`src/source/bch_pkg.sv`:
```
package bch_pkg;

    // --------------------
    // code and field
    // --------------------
    localparam int CODE_N = 15;
    localparam int MSG_K  = 5;

    // g(x) = x^10 + x^8 + x^5 + x^4 + x^2 + x + 1
    localparam logic [CODE_N-MSG_K:0] GEN_POLY = 11'b10100110111;

    localparam logic [4:0] FIELD_POLY = 5'b10011;     // x^4 + x + 1

    typedef logic [3:0]        gf_elem_t;
    typedef logic [CODE_N-1:0] codeword_t;
    typedef logic [MSG_K-1:0]  message_t;

    // --------------------
    // decoder and sequencer
    // --------------------
    typedef struct packed {
        codeword_t  corrected;
        message_t   message;
        logic [1:0] err_count;      // 3 means more errors than the code fixes
        logic       uncorrectable;
    } dec_result_t;

    typedef enum logic [2:0] {
        IDLE      = 3'd0,
        ENCODING  = 3'd1,
        INJECTING = 3'd2,
        DECODING  = 3'd3,
        FINISHED  = 3'd4
    } seq_state_e;

    // busy lands in bit 0 of the STATUS register
    typedef struct packed {
        seq_state_e seq_state;
        logic [1:0] err_count;
        logic       uncorrectable;
        logic       done;
        logic       busy;
    } codec_status_t;

endpackage

```
`src/source/axil_pkg.sv`:
```
package axil_pkg;

    localparam int AXIL_ADDR_W = 5;
    localparam int AXIL_DATA_W = 32;

    // master side of the bus
    typedef struct packed {
        logic                     awvalid;
        logic [AXIL_ADDR_W-1:0]   awaddr;
        logic                     wvalid;
        logic [AXIL_DATA_W-1:0]   wdata;
        logic [AXIL_DATA_W/8-1:0] wstrb;
        logic                     bready;
        logic                     arvalid;
        logic [AXIL_ADDR_W-1:0]   araddr;
        logic                     rready;
    } axil_req_t;

    // slave side of the bus
    typedef struct packed {
        logic                   awready;
        logic                   wready;
        logic                   bvalid;
        logic [1:0]             bresp;
        logic                   arready;
        logic                   rvalid;
        logic [AXIL_DATA_W-1:0] rdata;
        logic [1:0]             rresp;
    } axil_rsp_t;

    typedef enum logic [AXIL_ADDR_W-1:0] {
        MESSAGE     = 5'h00,
        ERR_MASK    = 5'h04,
        RX_WORD     = 5'h08,
        COMMAND     = 5'h0c,
        STATUS      = 5'h10,
        CODEWORD    = 5'h14,
        CORRECTED   = 5'h18,
        DEC_MESSAGE = 5'h1c
    } reg_addr_e;

    typedef enum logic [1:0] {
        CMD_ENCODE = 2'd1,
        CMD_DECODE = 2'd2,
        CMD_LOOP   = 2'd3
    } cmd_e;

    typedef struct packed {
        bch_pkg::message_t  message;
        bch_pkg::codeword_t err_mask;
        bch_pkg::codeword_t rx_word;
        cmd_e               cmd;
        logic               start;      // one cycle per accepted command
    } codec_cfg_t;

endpackage

```
`src/source/axil_regs.sv`:
```
`timescale 1ns/1ps

module axil_regs (
    input  logic                   clk,
    input  logic                   rst,
    input  axil_pkg::axil_req_t    s_axil_req,
    output axil_pkg::axil_rsp_t    s_axil_rsp,
    output axil_pkg::codec_cfg_t   cfg,
    input  bch_pkg::codec_status_t status,
    input  bch_pkg::codeword_t     codeword,
    input  bch_pkg::dec_result_t   result
);

    typedef logic [axil_pkg::AXIL_DATA_W-1:0] word_t;

    localparam logic [1:0] RESP_OKAY   = 2'b00;
    localparam logic [1:0] RESP_SLVERR = 2'b10;

    logic               wr_ready;
    logic               bvalid;
    logic [1:0]         bresp;
    logic               rd_ready;
    logic               rvalid;
    logic [1:0]         rresp;
    word_t              rdata;
    bch_pkg::message_t  msg_r;
    bch_pkg::codeword_t mask_r;
    bch_pkg::codeword_t rx_r;
    axil_pkg::cmd_e     cmd_r;
    logic               start_r;
    word_t              wr_old;
    word_t              wr_new;
    word_t              rd_word;
    logic               wr_ok;
    logic               cmd_ok;
    logic               rd_ok;

    function automatic word_t merge_strb(input word_t old_v, input word_t new_v,
                                         input logic [axil_pkg::AXIL_DATA_W/8-1:0] strb);
        word_t res;
        res = old_v;
        for (int b = 0; b < axil_pkg::AXIL_DATA_W / 8; b++)
        begin
            if (strb[b])
                res[8*b +: 8] = new_v[8*b +: 8];
        end
        return res;
    endfunction

    // --------------------
    // write path
    // --------------------
    always_comb
    begin
        wr_old = '0;
        wr_ok  = 1'b1;
        cmd_ok = (s_axil_req.wdata[axil_pkg::AXIL_DATA_W-1:2] == '0) &&
                 (s_axil_req.wdata[1:0] inside {axil_pkg::CMD_ENCODE, axil_pkg::CMD_DECODE,
                                                axil_pkg::CMD_LOOP});
        case (s_axil_req.awaddr)
            axil_pkg::MESSAGE:  wr_old = word_t'(msg_r);
            axil_pkg::ERR_MASK: wr_old = word_t'(mask_r);
            axil_pkg::RX_WORD:  wr_old = word_t'(rx_r);
            axil_pkg::COMMAND:  wr_ok  = cmd_ok && !status.busy && !start_r;   // refuse, never queue
            default:            wr_ok  = 1'b0;
        endcase
        wr_new = merge_strb(wr_old, s_axil_req.wdata, s_axil_req.wstrb);
    end

    always_ff @(posedge clk or posedge rst)
    begin
        if (rst)
        begin
            wr_ready <= 1'b0;
            bvalid   <= 1'b0;
            bresp    <= RESP_OKAY;
            start_r  <= 1'b0;
            msg_r    <= '0;
            mask_r   <= '0;
            rx_r     <= '0;
            cmd_r    <= axil_pkg::CMD_ENCODE;
        end
        else
        begin
            wr_ready <= 1'b0;
            start_r  <= 1'b0;
            if (bvalid && s_axil_req.bready)
                bvalid <= 1'b0;
            if (wr_ready)                                   // handshake cycle
            begin
                bvalid <= 1'b1;
                bresp  <= wr_ok ? RESP_OKAY : RESP_SLVERR;
                if (wr_ok)
                begin
                    case (s_axil_req.awaddr)
                        axil_pkg::MESSAGE:  msg_r  <= wr_new[bch_pkg::MSG_K-1:0];
                        axil_pkg::ERR_MASK: mask_r <= wr_new[bch_pkg::CODE_N-1:0];
                        axil_pkg::RX_WORD:  rx_r   <= wr_new[bch_pkg::CODE_N-1:0];
                        default:
                        begin
                            cmd_r   <= axil_pkg::cmd_e'(s_axil_req.wdata[1:0]);
                            start_r <= 1'b1;
                        end
                    endcase
                end
            end
            else if (s_axil_req.awvalid && s_axil_req.wvalid && !bvalid)
                wr_ready <= 1'b1;
        end
    end

    // --------------------
    // read path
    // --------------------
    always_comb
    begin
        rd_word = '0;
        rd_ok   = 1'b1;
        case (s_axil_req.araddr)
            axil_pkg::MESSAGE:     rd_word = word_t'(msg_r);
            axil_pkg::ERR_MASK:    rd_word = word_t'(mask_r);
            axil_pkg::RX_WORD:     rd_word = word_t'(rx_r);
            axil_pkg::COMMAND:     rd_word = word_t'(cmd_r);
            axil_pkg::STATUS:      rd_word = word_t'(status);
            axil_pkg::CODEWORD:    rd_word = word_t'(codeword);
            axil_pkg::CORRECTED:   rd_word = word_t'(result.corrected);
            axil_pkg::DEC_MESSAGE: rd_word = word_t'(result.message);
            default:               rd_ok   = 1'b0;       // unmapped reads give zero
        endcase
    end

    always_ff @(posedge clk or posedge rst)
    begin
        if (rst)
        begin
            rd_ready <= 1'b0;
            rvalid   <= 1'b0;
            rdata    <= '0;
            rresp    <= RESP_OKAY;
        end
        else
        begin
            rd_ready <= 1'b0;
            if (rvalid && s_axil_req.rready)
                rvalid <= 1'b0;
            if (rd_ready)
            begin
                rvalid <= 1'b1;
                rdata  <= rd_word;
                rresp  <= rd_ok ? RESP_OKAY : RESP_SLVERR;
            end
            else if (s_axil_req.arvalid && !rvalid)
                rd_ready <= 1'b1;
        end
    end

    always_comb
    begin
        s_axil_rsp.awready = wr_ready;
        s_axil_rsp.wready  = wr_ready;
        s_axil_rsp.bvalid  = bvalid;
        s_axil_rsp.bresp   = bresp;
        s_axil_rsp.arready = rd_ready;
        s_axil_rsp.rvalid  = rvalid;
        s_axil_rsp.rdata   = rdata;
        s_axil_rsp.rresp   = rresp;
        cfg.message        = msg_r;
        cfg.err_mask       = mask_r;
        cfg.rx_word        = rx_r;
        cfg.cmd            = cmd_r;
        cfg.start          = start_r;
    end

endmodule

```
`src/source/bch_codec.sv`:
```
`timescale 1ns/1ps

module bch_codec (
    input  logic                clk,
    input  logic                rst,
    input  axil_pkg::axil_req_t s_axil_req,
    output axil_pkg::axil_rsp_t s_axil_rsp
);

    axil_pkg::codec_cfg_t   cfg;
    bch_pkg::codec_status_t status;
    bch_pkg::codeword_t     codeword;
    bch_pkg::dec_result_t   result;
    bch_pkg::codeword_t     enc_codeword;
    bch_pkg::codeword_t     dec_word;
    bch_pkg::dec_result_t   dec_result;
    logic                   enc_start;
    logic                   enc_done;
    logic                   dec_start;
    logic                   dec_done;

    // --------------------
    // register block
    // --------------------
    axil_regs u_regs (
        .clk        (clk),
        .rst        (rst),
        .s_axil_req (s_axil_req),
        .s_axil_rsp (s_axil_rsp),
        .cfg        (cfg),
        .status     (status),
        .codeword   (codeword),
        .result     (result)
    );

    bch_sequencer u_seq (
        .clk          (clk),
        .rst          (rst),
        .cfg          (cfg),
        .enc_start    (enc_start),
        .enc_codeword (enc_codeword),
        .enc_done     (enc_done),
        .dec_start    (dec_start),
        .dec_word     (dec_word),
        .dec_result   (dec_result),
        .dec_done     (dec_done),
        .codeword     (codeword),
        .result       (result),
        .status       (status)
    );

    // --------------------
    // codec cores
    // --------------------
    bch_encoder u_enc (
        .clk      (clk),
        .rst      (rst),
        .start    (enc_start),
        .message  (cfg.message),
        .codeword (enc_codeword),
        .done     (enc_done)
    );

    bch_decoder u_dec (
        .clk     (clk),
        .rst     (rst),
        .start   (dec_start),
        .rx_word (dec_word),
        .result  (dec_result),
        .done    (dec_done)
    );

endmodule

```
`src/source/bch_decoder.sv`:
```
`timescale 1ns/1ps

module bch_decoder (
    input  logic                 clk,
    input  logic                 rst,
    input  logic                 start,
    input  bch_pkg::codeword_t   rx_word,
    output bch_pkg::dec_result_t result,
    output logic                 done
);

    typedef enum logic [1:0] {
        D_IDLE,
        D_LOCATE,
        D_SEARCH,
        D_QUOTIENT
    } dec_state_e;

    localparam int PAR = bch_pkg::CODE_N - bch_pkg::MSG_K;   // degree of g(x)

    // alpha^i, indexed by exponent
    localparam bch_pkg::gf_elem_t ALPHA [0:14] = '{
        4'h1, 4'h2, 4'h4, 4'h8, 4'h3, 4'h6, 4'hc, 4'hb,
        4'h5, 4'ha, 4'h7, 4'he, 4'hf, 4'hd, 4'h9
    };

    // inverses, indexed by element value
    localparam bch_pkg::gf_elem_t INV [0:15] = '{
        4'h0, 4'h1, 4'h9, 4'he, 4'hd, 4'hb, 4'h7, 4'h6,
        4'hf, 4'h2, 4'hc, 4'h5, 4'ha, 4'h4, 4'h3, 4'h8
    };

    function automatic bch_pkg::gf_elem_t gf_mul(input bch_pkg::gf_elem_t a,
                                                 input bch_pkg::gf_elem_t b);
        bch_pkg::gf_elem_t acc;
        bch_pkg::gf_elem_t x;
        acc = '0;
        x   = a;
        for (int i = 0; i < 4; i++)
        begin
            if (b[i])
                acc = acc ^ x;
            x = {x[2:0], 1'b0} ^ (x[3] ? bch_pkg::FIELD_POLY[3:0] : 4'h0);
        end
        return acc;
    endfunction

    dec_state_e         state;
    logic [3:0]         pos;                // chien position
    bch_pkg::codeword_t rx_r;
    bch_pkg::codeword_t corr;
    bch_pkg::codeword_t rem;
    bch_pkg::message_t  quot;
    bch_pkg::gf_elem_t  syn1, syn3, syn5;
    bch_pkg::gf_elem_t  s1_r, s3_r, s5_r;
    bch_pkg::gf_elem_t  s2, s4, s1_cube;
    bch_pkg::gf_elem_t  loc_sig1, loc_sig2;
    bch_pkg::gf_elem_t  sig1, sig2;
    bch_pkg::gf_elem_t  z;
    bch_pkg::gf_elem_t  chien_val;
    logic [1:0]         loc_deg, deg;
    logic [1:0]         roots;
    logic               loc_bad, bad;
    logic               uncorr;

    // --------------------
    // syndromes S1 S3 S5
    // --------------------
    always_comb
    begin
        syn1 = '0;
        syn3 = '0;
        syn5 = '0;
        for (int i = 0; i < bch_pkg::CODE_N; i++)
        begin
            if (rx_word[i])
            begin
                syn1 = syn1 ^ ALPHA[i];
                syn3 = syn3 ^ ALPHA[(3 * i) % 15];
                syn5 = syn5 ^ ALPHA[(5 * i) % 15];
            end
        end
    end

    // --------------------
    // error locator
    // --------------------
    always_comb
    begin
        s2      = gf_mul(s1_r, s1_r);
        s4      = gf_mul(s2, s2);
        s1_cube = gf_mul(s2, s1_r);
        loc_sig1 = s1_r;
        loc_sig2 = '0;
        if (s1_r == '0 && s3_r == '0 && s5_r == '0)
            loc_deg = 2'd0;
        else if (s3_r == s1_cube)
            loc_deg = 2'd1;
        else
        begin
            loc_deg  = 2'd2;
            loc_sig2 = gf_mul(s3_r ^ s1_cube, INV[s1_r]);   // S1 = 0 leaves no roots
        end
        // newton identities for S4 and S5 must also hold
        loc_bad = ((s4 ^ gf_mul(loc_sig1, s3_r) ^ gf_mul(loc_sig2, s2)) != '0) ||
                  ((s5_r ^ gf_mul(loc_sig1, s4) ^ gf_mul(loc_sig2, s3_r)) != '0);
    end

    // roots of z^2 + sig1 z + sig2 are the error locations
    assign z         = ALPHA[pos];
    assign chien_val = gf_mul(z, z) ^ gf_mul(sig1, z) ^ sig2;

    // long division of the corrected word by g(x)
    always_comb
    begin
        rem  = corr;
        quot = '0;
        for (int i = bch_pkg::CODE_N - 1; i >= PAR; i--)
        begin
            if (rem[i])
            begin
                rem          = rem ^ (bch_pkg::codeword_t'(bch_pkg::GEN_POLY) << (i - PAR));
                quot[i-PAR]  = 1'b1;
            end
        end
        uncorr = bad || (roots != deg) || (rem != '0);
    end

    always_ff @(posedge clk or posedge rst)
    begin
        if (rst)
        begin
            state  <= D_IDLE;
            pos    <= '0;
            done   <= 1'b0;
            result <= '0;
        end
        else
        begin
            done <= 1'b0;
            case (state)
                D_IDLE:
                    if (start)
                        state <= D_LOCATE;
                D_LOCATE:
                begin
                    pos   <= '0;
                    state <= D_SEARCH;
                end
                D_SEARCH:
                begin
                    pos <= pos + 4'd1;
                    if (pos == 4'(bch_pkg::CODE_N - 1))
                        state <= D_QUOTIENT;
                end
                default:
                begin
                    result.corrected     <= uncorr ? rx_r : corr;
                    result.message       <= uncorr ? '0 : quot;
                    result.err_count     <= uncorr ? 2'd3 : deg;
                    result.uncorrectable <= uncorr;
                    done                 <= 1'b1;
                    state                <= D_IDLE;
                end
            endcase
        end
    end

    // datapath, follows the control state
    always_ff @(posedge clk)
    begin
        case (state)
            D_IDLE:
                if (start)
                begin
                    rx_r <= rx_word;
                    s1_r <= syn1;
                    s3_r <= syn3;
                    s5_r <= syn5;
                end
            D_LOCATE:
            begin
                sig1  <= loc_sig1;
                sig2  <= loc_sig2;
                deg   <= loc_deg;
                bad   <= loc_bad;
                corr  <= rx_r;
                roots <= '0;
            end
            D_SEARCH:
                if (chien_val == '0)
                begin
                    corr[pos] <= ~corr[pos];
                    roots     <= roots + 2'd1;
                end
            default:
                roots <= roots;
        endcase
    end

endmodule

```
`src/source/bch_encoder.sv`:
```
`timescale 1ns/1ps

module bch_encoder (
    input  logic               clk,
    input  logic               rst,
    input  logic               start,
    input  bch_pkg::message_t  message,
    output bch_pkg::codeword_t codeword,
    output logic               done
);

    bch_pkg::codeword_t product;

    // m(x) * g(x), one shifted copy of g per set message bit
    always_comb
    begin
        product = '0;
        for (int i = 0; i < bch_pkg::MSG_K; i++)
        begin
            if (message[i])
                product = product ^ (bch_pkg::codeword_t'(bch_pkg::GEN_POLY) << i);
        end
    end

    always_ff @(posedge clk or posedge rst)
    begin
        if (rst)
            done <= 1'b0;
        else
            done <= start;          // single cycle latency
    end

    always_ff @(posedge clk)
    begin
        if (start)
            codeword <= product;
    end

endmodule

```
`src/source/bch_sequencer.sv`:
```
`timescale 1ns/1ps

module bch_sequencer (
    input  logic                   clk,
    input  logic                   rst,
    input  axil_pkg::codec_cfg_t   cfg,
    output logic                   enc_start,
    input  bch_pkg::codeword_t     enc_codeword,
    input  logic                   enc_done,
    output logic                   dec_start,
    output bch_pkg::codeword_t     dec_word,
    input  bch_pkg::dec_result_t   dec_result,
    input  logic                   dec_done,
    output bch_pkg::codeword_t     codeword,
    output bch_pkg::dec_result_t   result,
    output bch_pkg::codec_status_t status
);

    bch_pkg::seq_state_e state;
    axil_pkg::cmd_e      cmd_r;
    logic                done_r;

    always_ff @(posedge clk or posedge rst)
    begin
        if (rst)
        begin
            state     <= bch_pkg::IDLE;
            cmd_r     <= axil_pkg::CMD_ENCODE;
            done_r    <= 1'b0;
            enc_start <= 1'b0;
            dec_start <= 1'b0;
            dec_word  <= '0;
            codeword  <= '0;
            result    <= '0;
        end
        else
        begin
            enc_start <= 1'b0;
            dec_start <= 1'b0;
            case (state)
                bch_pkg::IDLE, bch_pkg::FINISHED:
                    if (cfg.start)
                    begin
                        cmd_r  <= cfg.cmd;
                        done_r <= 1'b0;
                        if (cfg.cmd == axil_pkg::CMD_DECODE)
                        begin
                            dec_word  <= cfg.rx_word;       // software supplied word
                            dec_start <= 1'b1;
                            state     <= bch_pkg::DECODING;
                        end
                        else
                        begin
                            enc_start <= 1'b1;
                            state     <= bch_pkg::ENCODING;
                        end
                    end
                bch_pkg::ENCODING:
                    if (enc_done)
                    begin
                        codeword <= enc_codeword;
                        if (cmd_r == axil_pkg::CMD_LOOP)
                            state <= bch_pkg::INJECTING;
                        else
                        begin
                            done_r <= 1'b1;
                            state  <= bch_pkg::FINISHED;
                        end
                    end
                bch_pkg::INJECTING:
                begin
                    dec_word  <= codeword ^ cfg.err_mask;   // corrupt the clean codeword
                    dec_start <= 1'b1;
                    state     <= bch_pkg::DECODING;
                end
                bch_pkg::DECODING:
                    if (dec_done)
                    begin
                        result <= dec_result;
                        done_r <= 1'b1;
                        state  <= bch_pkg::FINISHED;
                    end
                default:
                    state <= bch_pkg::IDLE;
            endcase
        end
    end

    always_comb
    begin
        status.busy          = state inside {bch_pkg::ENCODING, bch_pkg::INJECTING,
                                             bch_pkg::DECODING};
        status.done          = done_r;
        status.uncorrectable = result.uncorrectable;
        status.err_count     = result.err_count;
        status.seq_state     = state;
    end

endmodule

```
`config.mk`:
```
export PLATFORM = sky130hd
export DESIGN_NAME = bch_codec
export DESIGN_NICKNAME = d
export VERILOG_FILES = /design/src/source/bch_pkg.sv /design/src/source/axil_pkg.sv /design/src/source/axil_regs.sv /design/src/source/bch_codec.sv /design/src/source/bch_decoder.sv /design/src/source/bch_encoder.sv /design/src/source/bch_sequencer.sv
export SDC_FILE = /design/constraint.sdc
export NUM_CORES = 1
export LEC_CHECK = 0
export ABC_AREA = 1
export CAP_MARGIN = 30
export CORE_MARGIN = 1.5
export CORE_UTILIZATION = 59
export DETAILED_ROUTE_END_ITERATION = 10
export DONT_BUFFER_PORTS = 1
export PLACE_DENSITY_LB_ADDON = 0.3
export SLEW_MARGIN = 10
export SYNTH_ARGS = -nofsm -noshare
export SYNTH_HDL_FRONTEND = slang
export SYNTH_SLANG_ARGS = --single-unit
```
`constraint.sdc`:
```
create_clock -name clk -period 3.9 [get_ports clk]
set_input_delay 0.195 -clock clk [delete_from_list [all_inputs] [get_ports clk]]
set_output_delay 0.195 -clock clk [all_outputs]
set_load 0.05 [all_outputs]
```
==> metrics.yaml <==
power:
  peakVddDrop_v: 0.0003499
  fin_total_pwr_uw: 5068
  cellLeakagePower_uw: 0.007418
  cellPowerDensity_nw_per_um2: 326.1
die:
  die-area_um2: 24180
  die_w_um: 155.5
  die_h_um: 155.5
  coreArea_um2: 22710
  rows: 55
  initial_core_util_pct: 60.44
  io_pins: 94
worst_setup_path:
  critPathRequiredTime_ns: 4.18
  worstSetupPathType: "flop to flop"
  cp_slowest_cell: "edfxtp_1"
  critPathMostFrequentCell: "nand2_1"
  start_kind: "flop"
  cp.arrival_ns: 4.25
  cp_slowest_stage_delay_ns: 0.45
  crit_fanout: 5
  endpoint_kind: "flop"
finish:
  final_cells: 2083
  antenna_cells: 0
  stdcell_area_um2: 15540
  fill_cells: 1841
  final_cell_mix: "nand2_1, inv_1, dfrtp_1"
  fin_nets: 1851
  syn_to_final_growth_pct: 13.24
  layout_commonest_cell: "nand2_1"
  drive_gt1_share_pct: 11.96
global_routing:
  track_usage_pct: 29.85
  grt_first_pass_wirelength_mm: 57.63
  met1_usage_pct: 39.39
  grt_pass1_vias: 11423
  grt_max_degree: 65
  busiest_layer: "met2"
  antenna_found_initial: 0
  grt_overflow: 0
  met3_usage_pct: 3.148
  met2_usage_pct: 52.17
sta:
  rsz0062_at_grt: "yes"
  setup_ws_ns: -0.06814
  finalHoldViolations: 0
  fmax_ghz: 0.2520
  drv_slew: 0
  clock_skew_ns: 0.01579
  max_slew.worst_pin.slew_ns: 0.9241
  post-route-period-util_pct: 101.7
  min_period_ns: 3.968
  setup_viol: 1
  maxSlewHeadroom_pct: 38.24
  fin_tns_setup_ns: -0.06814
synthesis:
  synth-seq-cells: 219
  syn_avg_cell_area_um2: 7.938
  synth_top_area_cell: "dfrtp_1"
  synth_edf_count: 68
  synth-seq-area-share_pct: 42.43
  synth-main-ff-cell: "dfrtp_1"
  syn-instance-count: 1729
  synth_top_cell_area_share_pct: 27.17
  netlist_area_um2: 13720
  async_reset_ff_share_pct: 68.95
  synthTopCellsByArea: "dfrtp_1, edfxtp_1, nand2_1"
  yosysWarnings: 0
  yosysUniqueCellTypes: 53
min_path:
  hp-class: "input port to flop"
placement:
  dp_slack_ns: -0.1675
  io_buffers: 0
  placed_cells: 1999
  postPlaceCellArea_um2: 14260
  place_hpwl_mm: 25.99
  routabilityCongestion: 0.9582
routing:
  route.detailed.drc: 0
  vias_per_cell: 5.730
  firstDrtPassIters: 5
  wl_mm: 35.66
  via_count: 11935
  drtIter0Drc: 1036
  ant_nets: 0
  routedWlPerCell_um: 17.12
outcome:
  outcome: "finished, violations left"
  failed_checks: "setup timing"
clock_network:
  cts_num_sinks: 219
  cts_tree: "built"
  clk_latency_ns: 0.54
  cts.path.max_buffers: 3
  htreeDepth: 1
  cts_root_buffer: "clkbuf_16"
  cts.clk_slew.worst_paths_ns: 0.06
  numCtsBuffers: 25
run:
  drv_cap: 0
critical path, delay by kind of cell, from the launching register on:
family / cells / cell delay, ns
and+or+nand+nor: 22 / 1.53
adders and majority gates: 3 / 0.88
buffers and inverters: 8 / 0.49
DFF: 1 / 0.45
AOI/OAI and AO/OA: 2 / 0.33
sequential cells by signal (all words and copies together) (netlist names), 2 cells and up:
name,flops
u_regs.msg_r,5
u_dec.s5_r,2
u_dec.sig1,4
u_dec.roots,2
u_seq.dec_word,15
u_regs.mask_r,15
u_seq.codeword,15
u_dec.sig2,4
u_dec.corr,15
u_seq.cmd_r,2
u_dec.rx_r,15
u_dec.deg,2
u_dec.result,23
u_regs.cmd_r,2
u_seq.state,3
u_regs.rx_r,15
u_dec.pos,4
u_regs.rdata,15
u_enc.codeword,15
u_dec.loc_sig1,4
u_seq.result,23
u_dec.s3_r,4
u_dec.state,2
worst paths after layout:
check | depth (start not counted) | to | slack, ns | startpoint
worst max-delay path | 35 | u_dec.bad | -0.07 | u_dec.loc_sig1[3]
worst min register to register | 1 | u_seq.codeword[7] | 0.48 | u_enc.codeword[7]
min in group asynchronous | 2 | u_regs.cmd_r[1] | 0.25 | rst
worst min-delay path | 4 | u_regs.start_r | 0.005 | s_axil_req[15]
worst max register to register | 35 | u_dec.bad | -0.07 | u_dec.loc_sig1[3]
max in group asynchronous | 3 | u_seq.result[19] | 2.46 | rst
cell families after synthesis:
kind of cell	share of synthesized area (%)
flip-flops	42.43
multiplexers	1.641
other	0.02732
adder cells (fa/ha/maj)	1.732
buffers and inverters	9.126
XOR/XNOR	10.02
AND/OR/NAND/NOR	23.16
AO/OA/AOI/OAI	11.87
timing repair:
item,in CTS,in global routing
hold buffers,25,0
setup buffers,7,2
gates resized for setup,20,9
gates cloned,1,0
endpoints found under the setup margin,1,14
hold endpoints to repair,72,0
pin swaps,26,7
synth_stat cells, types with 2 or more instances:
cell type  instances
a221oi_1           8
o221ai_1          13
inv_4              2
nand2_4            6
nand3_1           83
xor2_1            91
nor2_2             3
a21oi_1           37
o21ai_1            5
nor2_4             2
nand2_2           19
buf_1              5
nand4_1           28
a211oi_1           3
dfrtp_1          149
o211ai_1          23
edfxtp_1          68
o22ai_1           16
inv_1            188
buf_4             27
nand2_1          454
clkbuf_1          54
o21a_1             2
dfstp_2            2
nand3_2            2
inv_2             12
clkinv_1           5
o21ai_0          130
nor3_1             8
or4_1              2
ha_1              19
a31oi_1           10
mux2_2            20
nor2_1           111
xnor2_1           66
nand3b_1          10
buf_2              7
o2111ai_1         15
nor4_1            10
layer usage:
layer  routed length (µm)  share of wire, %
met5                    0                 0
met4                  824               2.3
met3                 2246               6.3
met2                17590                49
met1                15000                42
per-stage QoR:
| step | utilization [%] | hold slack [ns] |
|---|---|---|
| global route | 68.44 | 0.02899 |
| detailed placement | 62.78 | 0.2163 |
| finish | 68.44 | 0.005326 |
| global placement | 62.59 | 0.2020 |
| floorplan | - | 0.3022 |
| CTS | 68.04 | 0.001587 |
report_power, final:
group | internal (µW) | total (µW) | switching [µW] | leakage [µW]
clock network | 1300 | 2260 | 964 | 0.000381
logic | 81.6 | 287 | 206 | 0.00439
registers | 2420 | 2520 | 102 | 0.00265
area by class of cell:
class	count	area (µm²)	area share (%)
Multi-Input combinational cell	1228	6903	44.42
Sequential cell	219	5823	37.47
Timing Repair Buffer	98	869.6	5.595
Inverter	207	790.8	5.088
Clock buffer	31	669.4	4.307
Tap cell	285	356.6	2.294
Clock inverter	15	128.9	0.8292
Note: power is estimated with default switching activity, not from simulation.
